File: config.mk
export PLATFORM = sky130hd
export DESIGN_NAME = one_line_buffer
export DESIGN_NICKNAME = d
export VERILOG_FILES = /design/src/design/buffer_pkg.sv /design/src/design/one_line_buffer.sv
export VERILOG_INCLUDE_DIRS = /design/src /design/src/design
export SDC_FILE = /design/constraint.sdc
export NUM_CORES = 1
export LEC_CHECK = 0
export ABC_CLOCK_PERIOD_IN_PS = 6900
export CORE_UTILIZATION = 35
export CTS_BUF_LIST = sky130_fd_sc_hd__clkbuf_4
export DETAILED_ROUTE_END_ITERATION = 6
export DONT_BUFFER_PORTS = 1
export PLACE_DENSITY = 0.53
export REMOVE_ABC_BUFFERS = 1
export SLEW_MARGIN = 25
export SYNTH_ARGS = -nofsm -noshare
export SYNTH_HDL_FRONTEND = slang
export SYNTH_SLANG_ARGS = --single-unit
File: constraint.sdc
create_clock -name clk -period 6.9 [get_ports clk]
set_input_delay 0.345 -clock clk [delete_from_list [all_inputs] [get_ports clk]]
set_output_delay 0.345 -clock clk [all_outputs]
set_load 0.02 [all_outputs]
File: src/design/buffer_defs.svh
`ifndef BUFFER_DEFS_SVH
`define BUFFER_DEFS_SVH

// word geometry
`define BYTES_PER_WORD 4
`define BITS_PER_WORD  32

// words per line, also beats per burst
`define LINE_WORDS 16

// backing memory size in words
`define MEM_WORDS 1024

`endif
File: src/design/buffer_pkg.sv
`include "buffer_defs.svh"

package buffer_pkg;

    // one bus word, seen whole or byte by byte
    typedef union packed {
        logic [`BYTES_PER_WORD-1:0][7:0] bytes;
        logic [`BITS_PER_WORD-1:0]       word;
    } view_t;

    // bytes touched by a request
    typedef enum logic [1:0] {
        SIZE_BYTE = 2'd0,
        SIZE_HALF = 2'd1,
        SIZE_WORD = 2'd2
    } access_size_t;

endpackage

File: src/design/one_line_buffer.sv
`include "buffer_defs.svh"
`timescale 1ns/1ns

module one_line_buffer import buffer_pkg::*; #(
    parameter int LINE_WORDS_P = `LINE_WORDS
) (
    input  logic         clk,
    input  logic         resetn,

    input  logic         req,
    input  logic         wr,
    input  access_size_t size,
    input  logic [31:0]  addr,
    input  view_t        wdata,
    output logic         addr_ok,
    output logic         data_ok,
    output view_t        rdata,

    output logic         cbus_valid,
    output logic         cbus_is_write,
    output logic [31:0]  cbus_addr,
    output view_t        cbus_wdata,
    input  logic         cbus_okay,
    input  logic         cbus_last,
    input  view_t        cbus_rdata
);
    localparam int STRB_W      = `BYTES_PER_WORD;
    localparam int ALIGN_BITS  = $clog2(`BYTES_PER_WORD);
    localparam int OFFSET_BITS = $clog2(LINE_WORDS_P);
    localparam int TAG_BITS    = 32 - OFFSET_BITS - ALIGN_BITS;

    localparam logic [1:0] S_IDLE  = 2'd0;
    localparam logic [1:0] S_READ  = 2'd1;
    localparam logic [1:0] S_WRITE = 2'd2;

    // byte enables for a size at a byte index
    function automatic logic [STRB_W-1:0] strobe_of(
        access_size_t sz,
        logic [ALIGN_BITS-1:0] idx
    );
        logic [STRB_W-1:0] strb;
        case (sz)
            SIZE_BYTE: strb = STRB_W'(1) << idx;
            SIZE_HALF: strb = STRB_W'(3) << idx;
            default:   strb = '1;
        endcase
        return strb;
    endfunction

    // replace enabled bytes of old_w by those of new_w
    function automatic view_t merge(
        view_t old_w,
        view_t new_w,
        logic [STRB_W-1:0] strb
    );
        view_t res;
        res = old_w;
        for (int j = 0; j < STRB_W; j++) begin
            if (strb[j]) begin
                res.bytes[j] = new_w.bytes[j];
            end
        end
        return res;
    endfunction

    // line store and its metadata
    view_t                  line_q [LINE_WORDS_P];
    logic [TAG_BITS-1:0]    tag_q;
    logic                   valid_q;
    logic                   dirty_q;

    logic [1:0]             state;
    logic [OFFSET_BITS-1:0] offset;

    // request saved on a miss
    logic                   saved_wr;
    access_size_t           saved_size;
    logic [TAG_BITS-1:0]    saved_tag;
    logic [OFFSET_BITS-1:0] saved_offset;
    logic [ALIGN_BITS-1:0]  saved_index;
    view_t                  saved_wdata;

    logic [TAG_BITS-1:0]    req_tag;
    logic [OFFSET_BITS-1:0] req_offset;
    logic [ALIGN_BITS-1:0]  req_index;
    logic [STRB_W-1:0]      req_strb;
    logic [STRB_W-1:0]      saved_strb;
    logic                   hit;
    logic                   offset_hit;
    view_t                  fill_word;

    assign req_tag    = addr[31 -: TAG_BITS];
    assign req_offset = addr[ALIGN_BITS +: OFFSET_BITS];
    assign req_index  = addr[ALIGN_BITS-1:0];

    assign req_strb   = strobe_of(size, req_index);
    assign saved_strb = strobe_of(saved_size, saved_index);

    assign hit        = valid_q && (tag_q == req_tag);
    assign offset_hit = (offset == saved_offset);

    // the pending store lands on its word as that word arrives
    assign fill_word = (saved_wr && offset_hit) ?
        merge(cbus_rdata, saved_wdata, saved_strb) : cbus_rdata;

    // controller
    always_ff @(posedge clk) begin
        if (resetn) begin
            state   <= S_IDLE;
            offset  <= '0;
            valid_q <= 1'b0;
            dirty_q <= 1'b0;
        end else begin
            case (state)
                S_IDLE: begin
                    if (req && hit && wr) begin
                        dirty_q <= 1'b1;
                    end else if (req && !hit) begin
                        if (dirty_q) begin
                            state  <= S_WRITE;
                            offset <= '0;
                        end else begin
                            state  <= S_READ;
                            offset <= req_offset;
                        end
                    end
                end

                S_READ: begin
                    if (cbus_okay) begin
                        offset <= offset + 1'b1;
                    end
                    if (cbus_last) begin
                        state   <= S_IDLE;
                        valid_q <= 1'b1;
                        dirty_q <= saved_wr;
                    end
                end

                S_WRITE: begin
                    // refill starts at the requested word
                    if (cbus_last) begin
                        state  <= S_READ;
                        offset <= saved_offset;
                    end else if (cbus_okay) begin
                        offset <= offset + 1'b1;
                    end
                end

                default: state <= S_IDLE;
            endcase
        end
    end

    always_ff @(posedge clk) begin
        if (state == S_IDLE && req && !hit) begin
            saved_wr     <= wr;
            saved_size   <= size;
            saved_tag    <= req_tag;
            saved_offset <= req_offset;
            saved_index  <= req_index;
            saved_wdata  <= wdata;
        end
    end

    always_ff @(posedge clk) begin
        if (state == S_IDLE && req && hit && wr) begin
            line_q[req_offset] <= merge(line_q[req_offset], wdata, req_strb);
        end
        if (state == S_READ && cbus_okay) begin
            line_q[offset] <= fill_word;
        end
        if (state == S_READ && cbus_last) begin
            tag_q <= saved_tag;
        end
    end

    // processor side
    assign addr_ok = (state == S_IDLE);
    assign data_ok = (state == S_IDLE && req && hit) ||
                     (state == S_READ && cbus_okay && offset_hit);
    // forward the refill word straight through on a miss
    assign rdata   = (state == S_IDLE) ? line_q[req_offset] : cbus_rdata;

    // cache bus side
    assign cbus_valid    = (state != S_IDLE);
    assign cbus_is_write = (state == S_WRITE);
    assign cbus_wdata    = line_q[offset];
    // write-back from word 0 of the held line
    assign cbus_addr     = (state == S_WRITE) ?
        {tag_q, {OFFSET_BITS{1'b0}}, {ALIGN_BITS{1'b0}}} :
        {saved_tag, saved_offset, {ALIGN_BITS{1'b0}}};

endmodule

After elaboration in Yosys (flattened, before gate mapping)
Memory sizes are Yosys's and may differ from the RTL's. A register that Yosys moved wholly into a read port is not among the register bits.
Cells that the tools add are included.
{"block": "classes", "n_mux": 41, "n_reduce_logical": 25, "n_addsub": 1, "eq_ne": 11, "shift": 4}
{"operator": "$mux 32", "count": 4}
{"operator": "$mux 8", "count": 12}
{"operator": "$mux 4", "count": 8}
{"operator": "$reduce_or 32->1", "count": 1}
{"operator": "$eq 26x26->1", "count": 1}
{"operator": "$pmux 4 s2", "count": 2}
{"operator": "$logic_and 1x1->1", "count": 12}
{"operator": "$pmux 4 s3", "count": 1}
{"operator": "$mux 2", "count": 5}
{"operator": "$shl 1x2->4 const A", "count": 2}
{"operator": "$shl 2x2->4 const A", "count": 2}
{"operator": "$mux 1", "count": 7}
{"operator": "$eq 2x1->1 const B", "count": 3}
{"operator": "$logic_not 2->1", "count": 3}
{"operator": "$ne 2x1->1 const B", "count": 3}
{"operator": "$pmux 2 s3", "count": 1}
{"operator": "$reduce_and 3->1", "count": 2}
{"operator": "$add 4x1->4 const B", "count": 1}
{"operator": "$eq 4x4->1", "count": 1}
{"operator": "$ne 2x2->1 const B", "count": 2}
{"operator": "$reduce_and 4->1", "count": 1}
{"operator": "$reduce_bool 2->1", "count": 2}
{"operator": "$reduce_bool 3->1", "count": 1}
{"operator": "$eq 2x2->1 const B", "count": 1}
{"operator": "other kinds (4)", "count": 4}
{"block": "word_totals", "ff_bits": 101, "mem_count": 1, "inputBits": 104, "out_inout_bits": 100, "elab_cells": 94, "ramBits": 512}
{"name": "line_q", "depth": 16, "word_bits": 32, "read_ports": 2, "rd_ports_with_merged_regs": 1, "write_ports": 1, "line_no": "one_line_buffer.sv:67", "text": "view_t line_q [LINE_WORDS_P];"}

Longest topological paths before layout
Gate-level depths: netlist (run 1).
{"block": "depth", "depth_word": 9, "depth_mapped": 9, "mapped_depth_nobuf": 7}

Worst setup path after synthesis (run 1)
OpenSTA, ideal clock, no wires.
{"block": "synth_timing", "path_type": "register -> register", "start": "register state[0]", "end": "register saved_index[0], enable pin", "arrival_ps": 4959, "path_buffers": 2, "period_less_slack_ps": 5473, "setup_ps": 514, "path_stages_with_launch": 7, "setup_slack_ps": 1427, "required_ps": 6386, "path_cell_list": "dfxtp_1 -> inv_1 -> ha_1 -> clkbuf_1 -> clkbuf_1 -> nand2_1 -> a21oi_1"}
{"block": "synth_via", "elab_chain_cells": 3}
{"item": "start, declared", "line_no": "one_line_buffer.sv:72", "text": "logic [1:0] state;"}
{"item": "start signal, assigned", "line_no": "one_line_buffer.sv:109", "text": "state <= S_IDLE;"}
{"item": "start signal, assigned", "line_no": "one_line_buffer.sv:120", "text": "state <= S_WRITE;"}
{"item": "start signal, assigned", "line_no": "one_line_buffer.sv:123", "text": "state <= S_READ;"}
{"item": "$logic_not 2->1"}
{"item": "via addr_ok", "line_no": "one_line_buffer.sv:15", "text": "output logic addr_ok,"}
{"item": "$logic_and 1x1->1 (2 in a row)", "line_no": "one_line_buffer.sv:156", "text": "if (state == S_IDLE && req && !hit) begin"}
{"item": "end signal, assigned", "line_no": "one_line_buffer.sv:161", "text": "saved_index <= req_index;"}
{"item": "end, declared", "line_no": "one_line_buffer.sv:80", "text": "logic [ALIGN_BITS-1:0] saved_index;"}
The timed path passes the listed nets, and every way through them passes these cells.
A chain may end at the register's enable or synchronous reset.

Worst setup path in the final report (run 1)
{"block": "layout_timing", "start": "register state[1]", "end": "output port data_ok"}
{"block": "layout_via", "elab_chain_cells": 4, "word_cells_on_any_way": 7, "classes_between": "1 x eq/ne; 6 x reduce/logical"}
{"item": "$eq 2x1->1 or $logic_not 2->1 (tied branches)", "line_no": "one_line_buffer.sv:181, one_line_buffer.sv:180"}
{"item": "$logic_and 1x1->1, on equally long branches (2 in a row)", "line_no": "one_line_buffer.sv:181, one_line_buffer.sv:180"}
{"item": "$logic_or 1x1->1 (*)", "line_no": "one_line_buffer.sv:180", "text": "assign data_ok = (state == S_IDLE && req && hit) ||"}
{"item": "end, declared", "line_no": "one_line_buffer.sv:16", "text": "output logic data_ok,"}
Every way passes the cells marked *; elsewhere a longest branch is shown, timed or not.

==> impl_metrics.json, run 1 <==
{
  "cts_max_level": 4,
  "vias": 16145,
  "synthArstFlopShare_pct": 0,
  "fmax_ghz": 0.2505,
  "nets": 1787,
  "tightest_slew_ps": 1091,
  "wl_um": 82290,
  "placementRows": 105,
  "ir_drop_uv": 162.5,
  "final_cell_area_mm2": 0.03434,
  "grt_usage_pct": 19.97,
  "netlist-cell-type-count": 47,
  "synth_area_per_cell_um2": 20.67,
  "cp-end-kind": "output port",
  "remaining_drc_errors": 0,
  "core_mm2": 0.08198,
  "setup_viol": 0,
  "slowest_delay_ps": 920,
  "synth.area.top_cells": "edfxtp_1 63%, mux4_2 25%, mux2_4 1.7%",
  "pin_count": 204,
  "outcome": "complete, no violations",
  "critPathTopFamily": "simple AND/OR/NAND/NOR gates",
  "syn_area_mm2": 0.02892,
  "cp_max_fo": 25,
  "cts_tree": "done",
  "cts_sinks": 617,
  "min_period_over_period_pct": 57.86,
  "arrival_ps": 3650,
  "register_area_mm2": 0.01842,
  "die_x_um": 289.4,
  "clkTransAtPathRegs_ps": 70,
  "setup_tns_ps": 0,
  "grt_overflow": 0,
  "drive_gt1_share_pct": 41.46,
  "wl_per_cell_um": 28.59,
  "cts_buffer_depth": 3,
  "min_to": "saved_wdata[30]$_DFFE_PP_",
  "synth_commonest_cells": "605 x edfxtp_1, 320 x mux4_2, 53 x clkbuf_1",
  "nFillCells": 7271,
  "pre_cts_slack_ps": 3103,
  "place_congestion": 0.7505,
  "p_per_area_mw_per_mm2": 280.0,
  "ys_ff_latch": 617,
  "synth_edf_count": 605,
  "yosysSeqAreaShare_pct": 63.66,
  "start_util_pct": 35.27,
  "leakage_uw": 0.01094,
  "dpl_cell_area_mm2": 0.03032,
  "drt-initial-drc-count": 1233,
  "use_met1_pct": 26.14,
  "grt_pass1_wl_um": 117900,
  "ant_nets": 0,
  "final_max_slew_viol_count": 0,
  "whs_ps": 122.7,
  "timing.final.ws_setup_ps": 2907,
  "synthCells": 1399,
  "final_util_pct": 41.88,
  "cp_cell_sequence": "inv_1 > ha_1 > and2_2 > buf_4 > nand2_1 > o21ai_0",
  "yosys.area.top_type": "edfxtp_1",
  "multiInputGateArea_mm2": 0.01025,
  "root_buffer": "clkbuf_4",
  "ys.flop_type": "edfxtp_1",
  "grt_pass1_vias": 17159,
  "syn2layout_area_growth_pct": 18.74,
  "r2r-start": "state[1]$_SDFFE_PP0P_",
  "crit_required_ps": 6550,
  "worstSetupPathType": "register to output port",
  "post-dp-hpwl_um": 46010,
  "synth.most_common_cell": "edfxtp_1",
  "busiest_layer": "met2",
  "die-area_mm2": 0.08377,
  "rr_endpoint": "line_q[8][21]$_DFFE_PP_",
  "cts_buffers": 171,
  "hold_path.class": "input pin to register",
  "hp-start": "wdata[30]",
  "path_buf_inv": 2,
  "r2r.worst_path.cells": 7,
  "viasPerCell": 5.610,
  "netlist.area_leader.share_pct": 62.83,
  "slew_headroom_pct": 27.28,
  "crit_slowest_cell": "and2_2",
  "cts_setup_buffers": 0,
  "holdPathStages": 1,
  "port_buffers": 0,
  "chipHeight_um": 289.4,
  "met3_usage_pct": 6.543,
  "final_hold_viol_count": 0,
  "rrSetupSlack_ps": 3140,
  "max-cap-violations": 0,
  "min_period_ps": 3993,
  "antenna_found_initial": 2,
  "synth_warnings": 0,
  "finalClockSkew_ps": 112.2,
  "clk_latency_ps": 1070,
  "use_met2_pct": 31.15,
  "firstDrtPassIters": 5,
  "cp-start-kind": "register",
  "rsz0062_at_grt": "no",
  "grt_max_degree": 133
}
-- per-layer routing --
layer	vias up	routed length, µm
met5	-	59
met4	2	2032
met3	135	6806
met2	655	38870
met1	8623	34520
li1	6730	-
-- report_power, final --
part           total, µW  internal [µW]  switching (µW)
Combinational       1680            697             985
Clock               3470           1810            1650
Sequential          4460           4380            83.1
-- worst max-delay path by stage --
stage / from / endpoint / slack (ps) / depth (start not counted)
2_1_floorplan: register / cbus_wdata[0] / 60 / 2
3_3_place_gp: state[0]$_SDFFE_PP0P_ / line_q[0][29]$_DFFE_PP_ / 3110 / 7
3_5_place_dp: state[0]$_SDFFE_PP0P_ / line_q[8][18]$_DFFE_PP_ / 3100 / 8
4_1_cts: register / cbus_wdata[29] / 2830 / 3
5_1_grt: state[1]$_SDFFE_PP0P_ / data_ok / 2650 / 6
6_report: state[1]$_SDFFE_PP0P_ / data_ok / 2910 / 6
-- cell families (layout without fill, tap and decap cells) --
group,after synthesis,count (layout),synth area share [%]
fa+ha+maj,5,5,0.2163
buf+inv,106,510,1.874
other cells,1,6,0.01297
simple gates,108,108,1.865
compound gates,105,105,2.142
mux,425,425,29.26
flops,617,617,63.66
xor+xnor,32,32,0.9692
-- stage by stage --
| step | instances | power [µW] |
|---|---|---|
| finish | 2878 | 9612 |
| global route | 2878 | 10040 |
| CTS | 2874 | 9751 |
| detailed placement | 2409 | 6153 |
| global placement | 2406 | 6121 |
| floorplan | 1299 | 5724 |
-- state kept, by name (all words and copies together) (netlist names), 2 cells and up, named ones only --
register	count
offset	4
saved_tag	26
line_q	512
saved_wdata	32
tag_q	26
saved_size	2
saved_offset	4
saved_index	2
state	2
-- timing repair --
item | 4_1_cts | 5_1_grt
hold buffers | 166 | 0
resized for setup | 0 | 0
hold endpoints to repair | 791 | 0
-- layout make-up --
class                   count  area share (%)
repair buffers            206           5.962
inverters                   5         0.05466
flip-flops and latches    617           53.64
well taps                1070           3.899
multi-input cells         677           29.84
clock inverters            67           1.501
clock buffers             232           5.073
diodes                      4         0.02915
-- layout by cell type (no fill, tap or decap), types with 5 or more instances in the layout --
master           n
clkinv_2        13
mux2i_1         38
edfxtp_1       605
a21oi_2         30
dfxtp_1          8
clkbuf_4       232
o21ai_0         12
xor2_1           5
nand2b_1         9
mux4_2         320
nand4_1          8
buf_4           35
xnor2_1         27
clkinv_1        35
o22ai_1         32
bufinv_16        6
nor2_4          16
mux2_2          35
nor2_1          14
inv_1            5
nor2b_1          9
a21oi_1          9
nand2_1         29
dlygate4sd3_1  166
mux2_4          32
Note: power is estimated with default switching activity, not from simulation.
==> run 2: changes to the inputs <==
ABC_CLOCK_PERIOD_IN_PS = 3300   (was 6900)
PLACE_DENSITY = 0.55   (was 0.53)
clock period = 3.3 ns   (was 6.9 ns; I/O delays follow)
==> impl_metrics.json, run 2 (same netlist as run 1, synthesis figures left out) <==
{
  "rr_endpoint": "line_q[5][19]$_DFFE_PP_",
  "remaining_drc_errors": 0,
  "nets": 1849,
  "chipHeight_um": 289.4,
  "cp_max_fo": 24,
  "internal_power_uw": 14310,
  "rsz0062_at_grt": "no",
  "crit_required_ps": 3130,
  "setup_viol": 0,
  "antenna_found_initial": 2,
  "p_switching_uw": 5585,
  "start_util_pct": 35.27,
  "drt-initial-drc-count": 1354,
  "place_congestion": 0.7783,
  "min_period_over_period_pct": 94.77,
  "firstDrtPassIters": 6,
  "dp.cells": 2458,
  "syn2layout_area_growth_pct": 20.74,
  "post-dp-hpwl_um": 48830,
  "fmax_ghz": 0.3198,
  "port_buffers": 0,
  "arrival_ps": 2960,
  "cts_sinks": 617,
  "ir_drop_uv": 313.8,
  "r2r-start": "state[1]$_SDFFE_PP0P_",
  "final_hold_viol_count": 0,
  "root_buffer": "clkbuf_4",
  "vias": 16509,
  "cts_buffers": 170,
  "min_period_ps": 3127,
  "clk_latency_ps": 1030,
  "r2r.worst_path.cells": 10,
  "cts_buffer_depth": 3,
  "switching_share_pct": 28.08,
  "dpl_cell_area_mm2": 0.03089,
  "grt_pass1_vias": 17502,
  "placementRows": 105,
  "drive_gt1_share_pct": 42.86,
  "final_max_slew_viol_count": 0,
  "nFillCells": 7263,
  "viasPerCell": 5.625,
  "cp-end-kind": "output port",
  "largest_reg_flops": 512,
  "hold_path.class": "input pin to register",
  "crit_end": "cbus_wdata[25]",
  "slew_headroom_pct": 34.54,
  "cp-start-kind": "register",
  "whs_ps": 50.21,
  "seq_power_share_pct": 46.8,
  "leakage_uw": 0.01128,
  "wl_um": 85200,
  "top_register": "line_q",
  "tightest_slew_ps": 981.9,
  "layout.cells.non_filler": 2935,
  "grt_pass1_wl_um": 120400,
  "clkTransAtPathRegs_ps": 70,
  "die_x_um": 289.4,
  "p_per_area_mw_per_mm2": 569.7,
  "outcome": "complete, no violations",
  "multiInputGateArea_mm2": 0.01022,
  "register_area_mm2": 0.01842,
  "power_frac_clock_pct": 34.4,
  "worstSetupPathType": "register to output port",
  "finalClockSkew_ps": 89.71,
  "p_total_uw": 19890,
  "pwr-share-comb_pct": 18.8,
  "max-cap-violations": 0,
  "die-area_mm2": 0.08377,
  "rrSetupSlack_ps": 290,
  "cts_max_level": 4,
  "top_regs": "line_q (512), saved_wdata (32)",
  "grt_max_degree": 130,
  "wl_per_cell_um": 29.03,
  "final_cell_area_mm2": 0.03491,
  "pin_count": 204,
  "grt_usage_pct": 20.45,
  "ant_nets": 0,
  "grt_overflow": 0,
  "final_common_cell": "edfxtp_1",
  "cts_tree": "done",
  "final_util_pct": 42.59,
  "layout_common_cells": "605 x edfxtp_1, 320 x mux4_2, 250 x clkbuf_4",
  "core_mm2": 0.08198
}
-- run 2: cell types whose count changed in the layout (fill, tap and decap cells not counted), sizes merged --
cell	delta
buf	+54
diode	-3
clkbuf	+19
dlygate4sd3	+8
inv	+1
bufinv	-5
clkinvlp	+1
clkinv	-18
-- run 2: power by group through the flow --
stage | sequential (µW) | clock, µW | combinational [µW]
finish | 9310 | 6840 | 3740
global route | 9330 | 7420 | 3960
CTS | 9320 | 7060 | 3770
detailed placement | 9510 | 0 | 3470
global placement | 9500 | 0 | 3420
floorplan | 9630 | 0 | 2330
-- run 2: metrics by stage --
stage / setup WS (ps) / setup TNS (ps)
after global placement: -39.12 / -597.2
after detailed placement: 180.8 / 0
after CTS: 2.865 / 0
after global routing: 15.63 / 0
after floorplan: -3362 / -885740
final: 172.7 / 0
-- run 2: worst max-delay path, stage by stage (launching register included) --
cell and delay (ps):
dfxtp_4 380, buf_12 150, buf_12 240, mux4_2 560
mux4_2 600
-- run 2: routing by layer --
layer | vias up | GRT usage, % | part of all wire, %
met5 | - | 0 | 0.015
met4 | 2 | 6.829 | 2.0
met3 | 121 | 6.661 | 8.8
met2 | 711 | 32.45 | 49
met1 | 8820 | 26.44 | 41
li1 | 6855 | - | -
-- run 2: final cells by class --
type                            count  share of cell area [%]
Timing Repair Buffer              269                   7.999
Clock buffer                      250                   5.375
Antenna cell                        1                0.007167
Tap cell                         1070                   3.834
Clock inverter                     46                  0.7131
Sequential cell                   617                   52.75
Inverter                            5                 0.05375
Multi-Input combinational cell    677                   29.27
-- run 2: worst min-delay path by stage --
stage                        from                      end  slack, ps  depth (start not counted)
after floorplan            resetn     valid_q$_SDFFE_PP0P_        240                          1
after global placement     resetn     valid_q$_SDFFE_PP0P_        240                          1
after detailed placement   resetn     valid_q$_SDFFE_PP0P_        250                          1
after CTS                 addr[4]  line_q[11][9]$_DFFE_PP_        0.7                          3
after global routing      addr[4]   line_q[9][9]$_DFFE_PP_          5                          3
final                     addr[4]   line_q[9][9]$_DFFE_PP_         50                          3
-- run 2: repair_timing --
| item | 4_1_cts | 5_1_grt |
|---|---|---|
| hold endpoints to repair | 1150 | 74 |
| endpoints found under the setup margin | 32 | 1 |
| hold buffers | 174 | 2 |
| buffers inserted | 4 | 0 |
| resized for setup | 1 | 3 |
==> run 3: changes to the inputs <==
ABC_AREA = 1   (was default)
==> impl_metrics.json, run 3 <==
{
  "outcome": "finished, violations left",
  "violations": "hold timing",
  "drive_gt1_share_pct": 12.50,
  "clk_latency_ps": 1080,
  "min_period_over_period_pct": 96.06,
  "pin_count": 204,
  "port_buffers": 0,
  "wl_per_cell_um": 21.16,
  "synth.area.top_cells": "edfxtp_1 59%, a21oi_1 6.4%, o21ai_0 6.4%",
  "synth_edf_count": 605,
  "viasPerCell": 5.369,
  "cts_buffer_depth": 3,
  "cts_max_level": 4,
  "pre_cts_slack_ps": 383.9,
  "firstDrtPassIters": 6,
  "synth_commonest_cells": "605 x edfxtp_1, 498 x nand2_1, 397 x a21oi_1",
  "rsz0062_at_grt": "yes",
  "cts_buffers": 173,
  "largest_reg_flops": 512,
  "cts_tree": "done",
  "vias": 25519,
  "top_regs": "line_q (512), saved_wdata (32)",
  "syn_area_mm2": 0.03092,
  "worstSetupPathType": "register to output port",
  "cts_sinks": 617,
  "synth_area_per_cell_um2": 9.591,
  "top_register": "line_q",
  "layout_common_cells": "605 x edfxtp_1, 496 x nand2_1, 397 x a21oi_1",
  "met1Wirelength_um": 43770,
  "fmax_ghz": 0.3155,
  "max-cap-violations": 0,
  "synthCells": 3224,
  "final_max_slew_viol_count": 0,
  "grt_max_degree": 508,
  "netlist-cell-type-count": 33,
  "core_mm2": 0.08716,
  "holdPathStages": 5,
  "ir_drop_uv": 350.7,
  "final_common_cell": "edfxtp_1",
  "dpl_cell_area_mm2": 0.03244,
  "chipHeight_um": 299.2,
  "maxUsedRoutingLayer": "met5",
  "path_buf_inv": 1,
  "cp_cell_sequence": "buf_12 > o21ai_0 > a21oi_1 > o221ai_1 > o21ai_1",
  "ys_ff_latch": 617,
  "multiInputGateArea_mm2": 0.01014,
  "grt_usage_pct": 22.00,
  "synthArstFlopShare_pct": 0,
  "r2r-start": "state[1]$_SDFFE_PP0P_",
  "nets": 3568,
  "ant_nets": 0,
  "drt-initial-drc-count": 2551,
  "p_per_area_mw_per_mm2": 571.7,
  "wl_met2_um": 45790,
  "rrSetupSlack_ps": 260,
  "place_congestion": 0.7887,
  "nFillCells": 8479,
  "post-dp-hpwl_um": 55240,
  "crit_required_ps": 3130,
  "tightest_slew_ps": 1358,
  "ys.flop_type": "edfxtp_1",
  "placementRows": 108,
  "synth.most_common_cell": "edfxtp_1",
  "hp-start": "addr[4]",
  "clkTransAtPathRegs_ps": 70,
  "p_total_uw": 20970,
  "netlist.area_leader.share_pct": 58.75,
  "grt_overflow": 0,
  "wl_um": 100600,
  "grt_pass1_vias": 23892,
  "final_cell_area_mm2": 0.03668,
  "timing.final.ws_setup_ps": 130.0,
  "rr_endpoint": "line_q[15][4]$_DFFE_PP_",
  "cp-start-kind": "register",
  "root_buffer": "clkbuf_4",
  "min_to": "line_q[11][1]$_DFFE_PP_",
  "remaining_drc_errors": 0,
  "dr_wl_met3_um": 8525,
  "slew_headroom_pct": 9.495,
  "register_area_mm2": 0.01842,
  "yosysSeqAreaShare_pct": 59.53,
  "die_x_um": 299.2,
  "leakage_uw": 0.01376,
  "yosys.area.top_type": "edfxtp_1",
  "grt_pass1_wl_um": 148800,
  "synth_warnings": 0,
  "die-area_mm2": 0.08954,
  "finalClockSkew_ps": 92.44,
  "critPathTopFamily": "compound AO/OA/AOI/OAI gates",
  "syn2layout_area_growth_pct": 18.63,
  "slowest_delay_ps": 590,
  "start_util_pct": 35.48,
  "min_period_ps": 3170,
  "setup_tns_ps": 0,
  "hold_path.class": "input pin to register",
  "r2r.worst_path.cells": 7,
  "final_hold_viol_count": 17,
  "cp_max_fo": 100,
  "crit_slowest_cell": "dfxtp_4",
  "whs_ps": -38.79,
  "arrival_ps": 3000,
  "cp-end-kind": "output port",
  "setup_viol": 0,
  "antenna_found_initial": 4
}
run 3: cell types whose count changed after synthesis, moves of 35 or more:
cell,previous run,this run
nor2_1,30,84
o21ai_1,4,114
nand2_1,29,498
mux2i_1,38,0
o221ai_1,0,40
nand3_1,4,254
a21oi_1,40,397
inv_1,5,372
o211ai_1,4,163
mux4_2,320,0
buf_2,24,101
o21ai_0,12,394
mux2_2,35,0
run 3: cells by family (layout without fill, tap and decap cells):
group | count (synthesis) | after routing | share of synthesized area, %
adders and majority gates | 5 | 5 | 0.2023
and+or+nand+nor | 844 | 844 | 11.36
buffers and inverters | 615 | 982 | 8.291
AOI/OAI and AO/OA | 1134 | 1134 | 20.38
other | 1 | 8 | 0.01213
DFF | 617 | 617 | 59.53
xor gates and xnor gates | 8 | 8 | 0.2266
run 3: routing by layer:
| metal | vias to the layer above | GRT usage (%) |
|---|---|---|
| met2 | 1060 | 33.93 |
| met5 | - | 0 |
| met3 | 172 | 5.255 |
| met1 | 12220 | 30.15 |
| li1 | 12065 | - |
| met4 | 2 | 7.762 |
run 3: power by group:
| group | total (µW) | leakage, µW | internal [µW] | switching (µW) |
|---|---|---|---|---|
| Sequential | 9310 | 0.00558 | 9170 | 142 |
| Clock | 7280 | 0.00135 | 3900 | 3370 |
| Combinational | 4390 | 0.00683 | 1250 | 3140 |
| Total | 21000 | 0.0138 | 14300 | 6650 |
run 3: worst max path at each step:
stage / end / slack, ps / cells after the start
detailed placement: line_q[15][11]$_DFFE_PP_ / 380 / 7
floorplan: cbus_wdata[10] / -5910 / 4
global route: cbus_wdata[31] / -30 / 5
global placement: line_q[15][11]$_DFFE_PP_ / 430 / 7
finish: cbus_wdata[31] / 130 / 5
CTS: cbus_wdata[10] / 20 / 5
run 3: what timing repair did:
action	CTS	global route
cloned	0	0
endpoints found under the hold margin	641	72
setup endpoints to repair	8	3
resized for setup	2	2
hold buffers	180	2
setup buffers	1	1
run 3: worst reg2reg max path, delay by kind of cell, from the launching register on:
kind | cells | cell delay [ps]
AND/OR/NAND/NOR | 3 | 810
buffers and inverters | 2 | 570
AO/OA/AOI/OAI | 1 | 530
flip-flops | 1 | 340
adder cells (fa/ha/maj) | 1 | 320
run 3: layout make-up:
class                           count  share of cell area (%)
Sequential cell                   617                   50.21
Multi-Input combinational cell   1993                   27.65
Timing Repair Buffer              296                   8.084
Clock buffer                      260                   5.321
Tap cell                         1155                   3.940
Inverter                          378                   3.875
Clock inverter                     48                  0.8766
Antenna cell                        6                 0.04093
run 3: stage by stage:
stage                     util, %  instances
after floorplan                 -       2988
after global placement      37.21       4255
after detailed placement    37.22       4255
after CTS                   41.97       4744
after global routing        42.09       4753
final                       42.09       4753
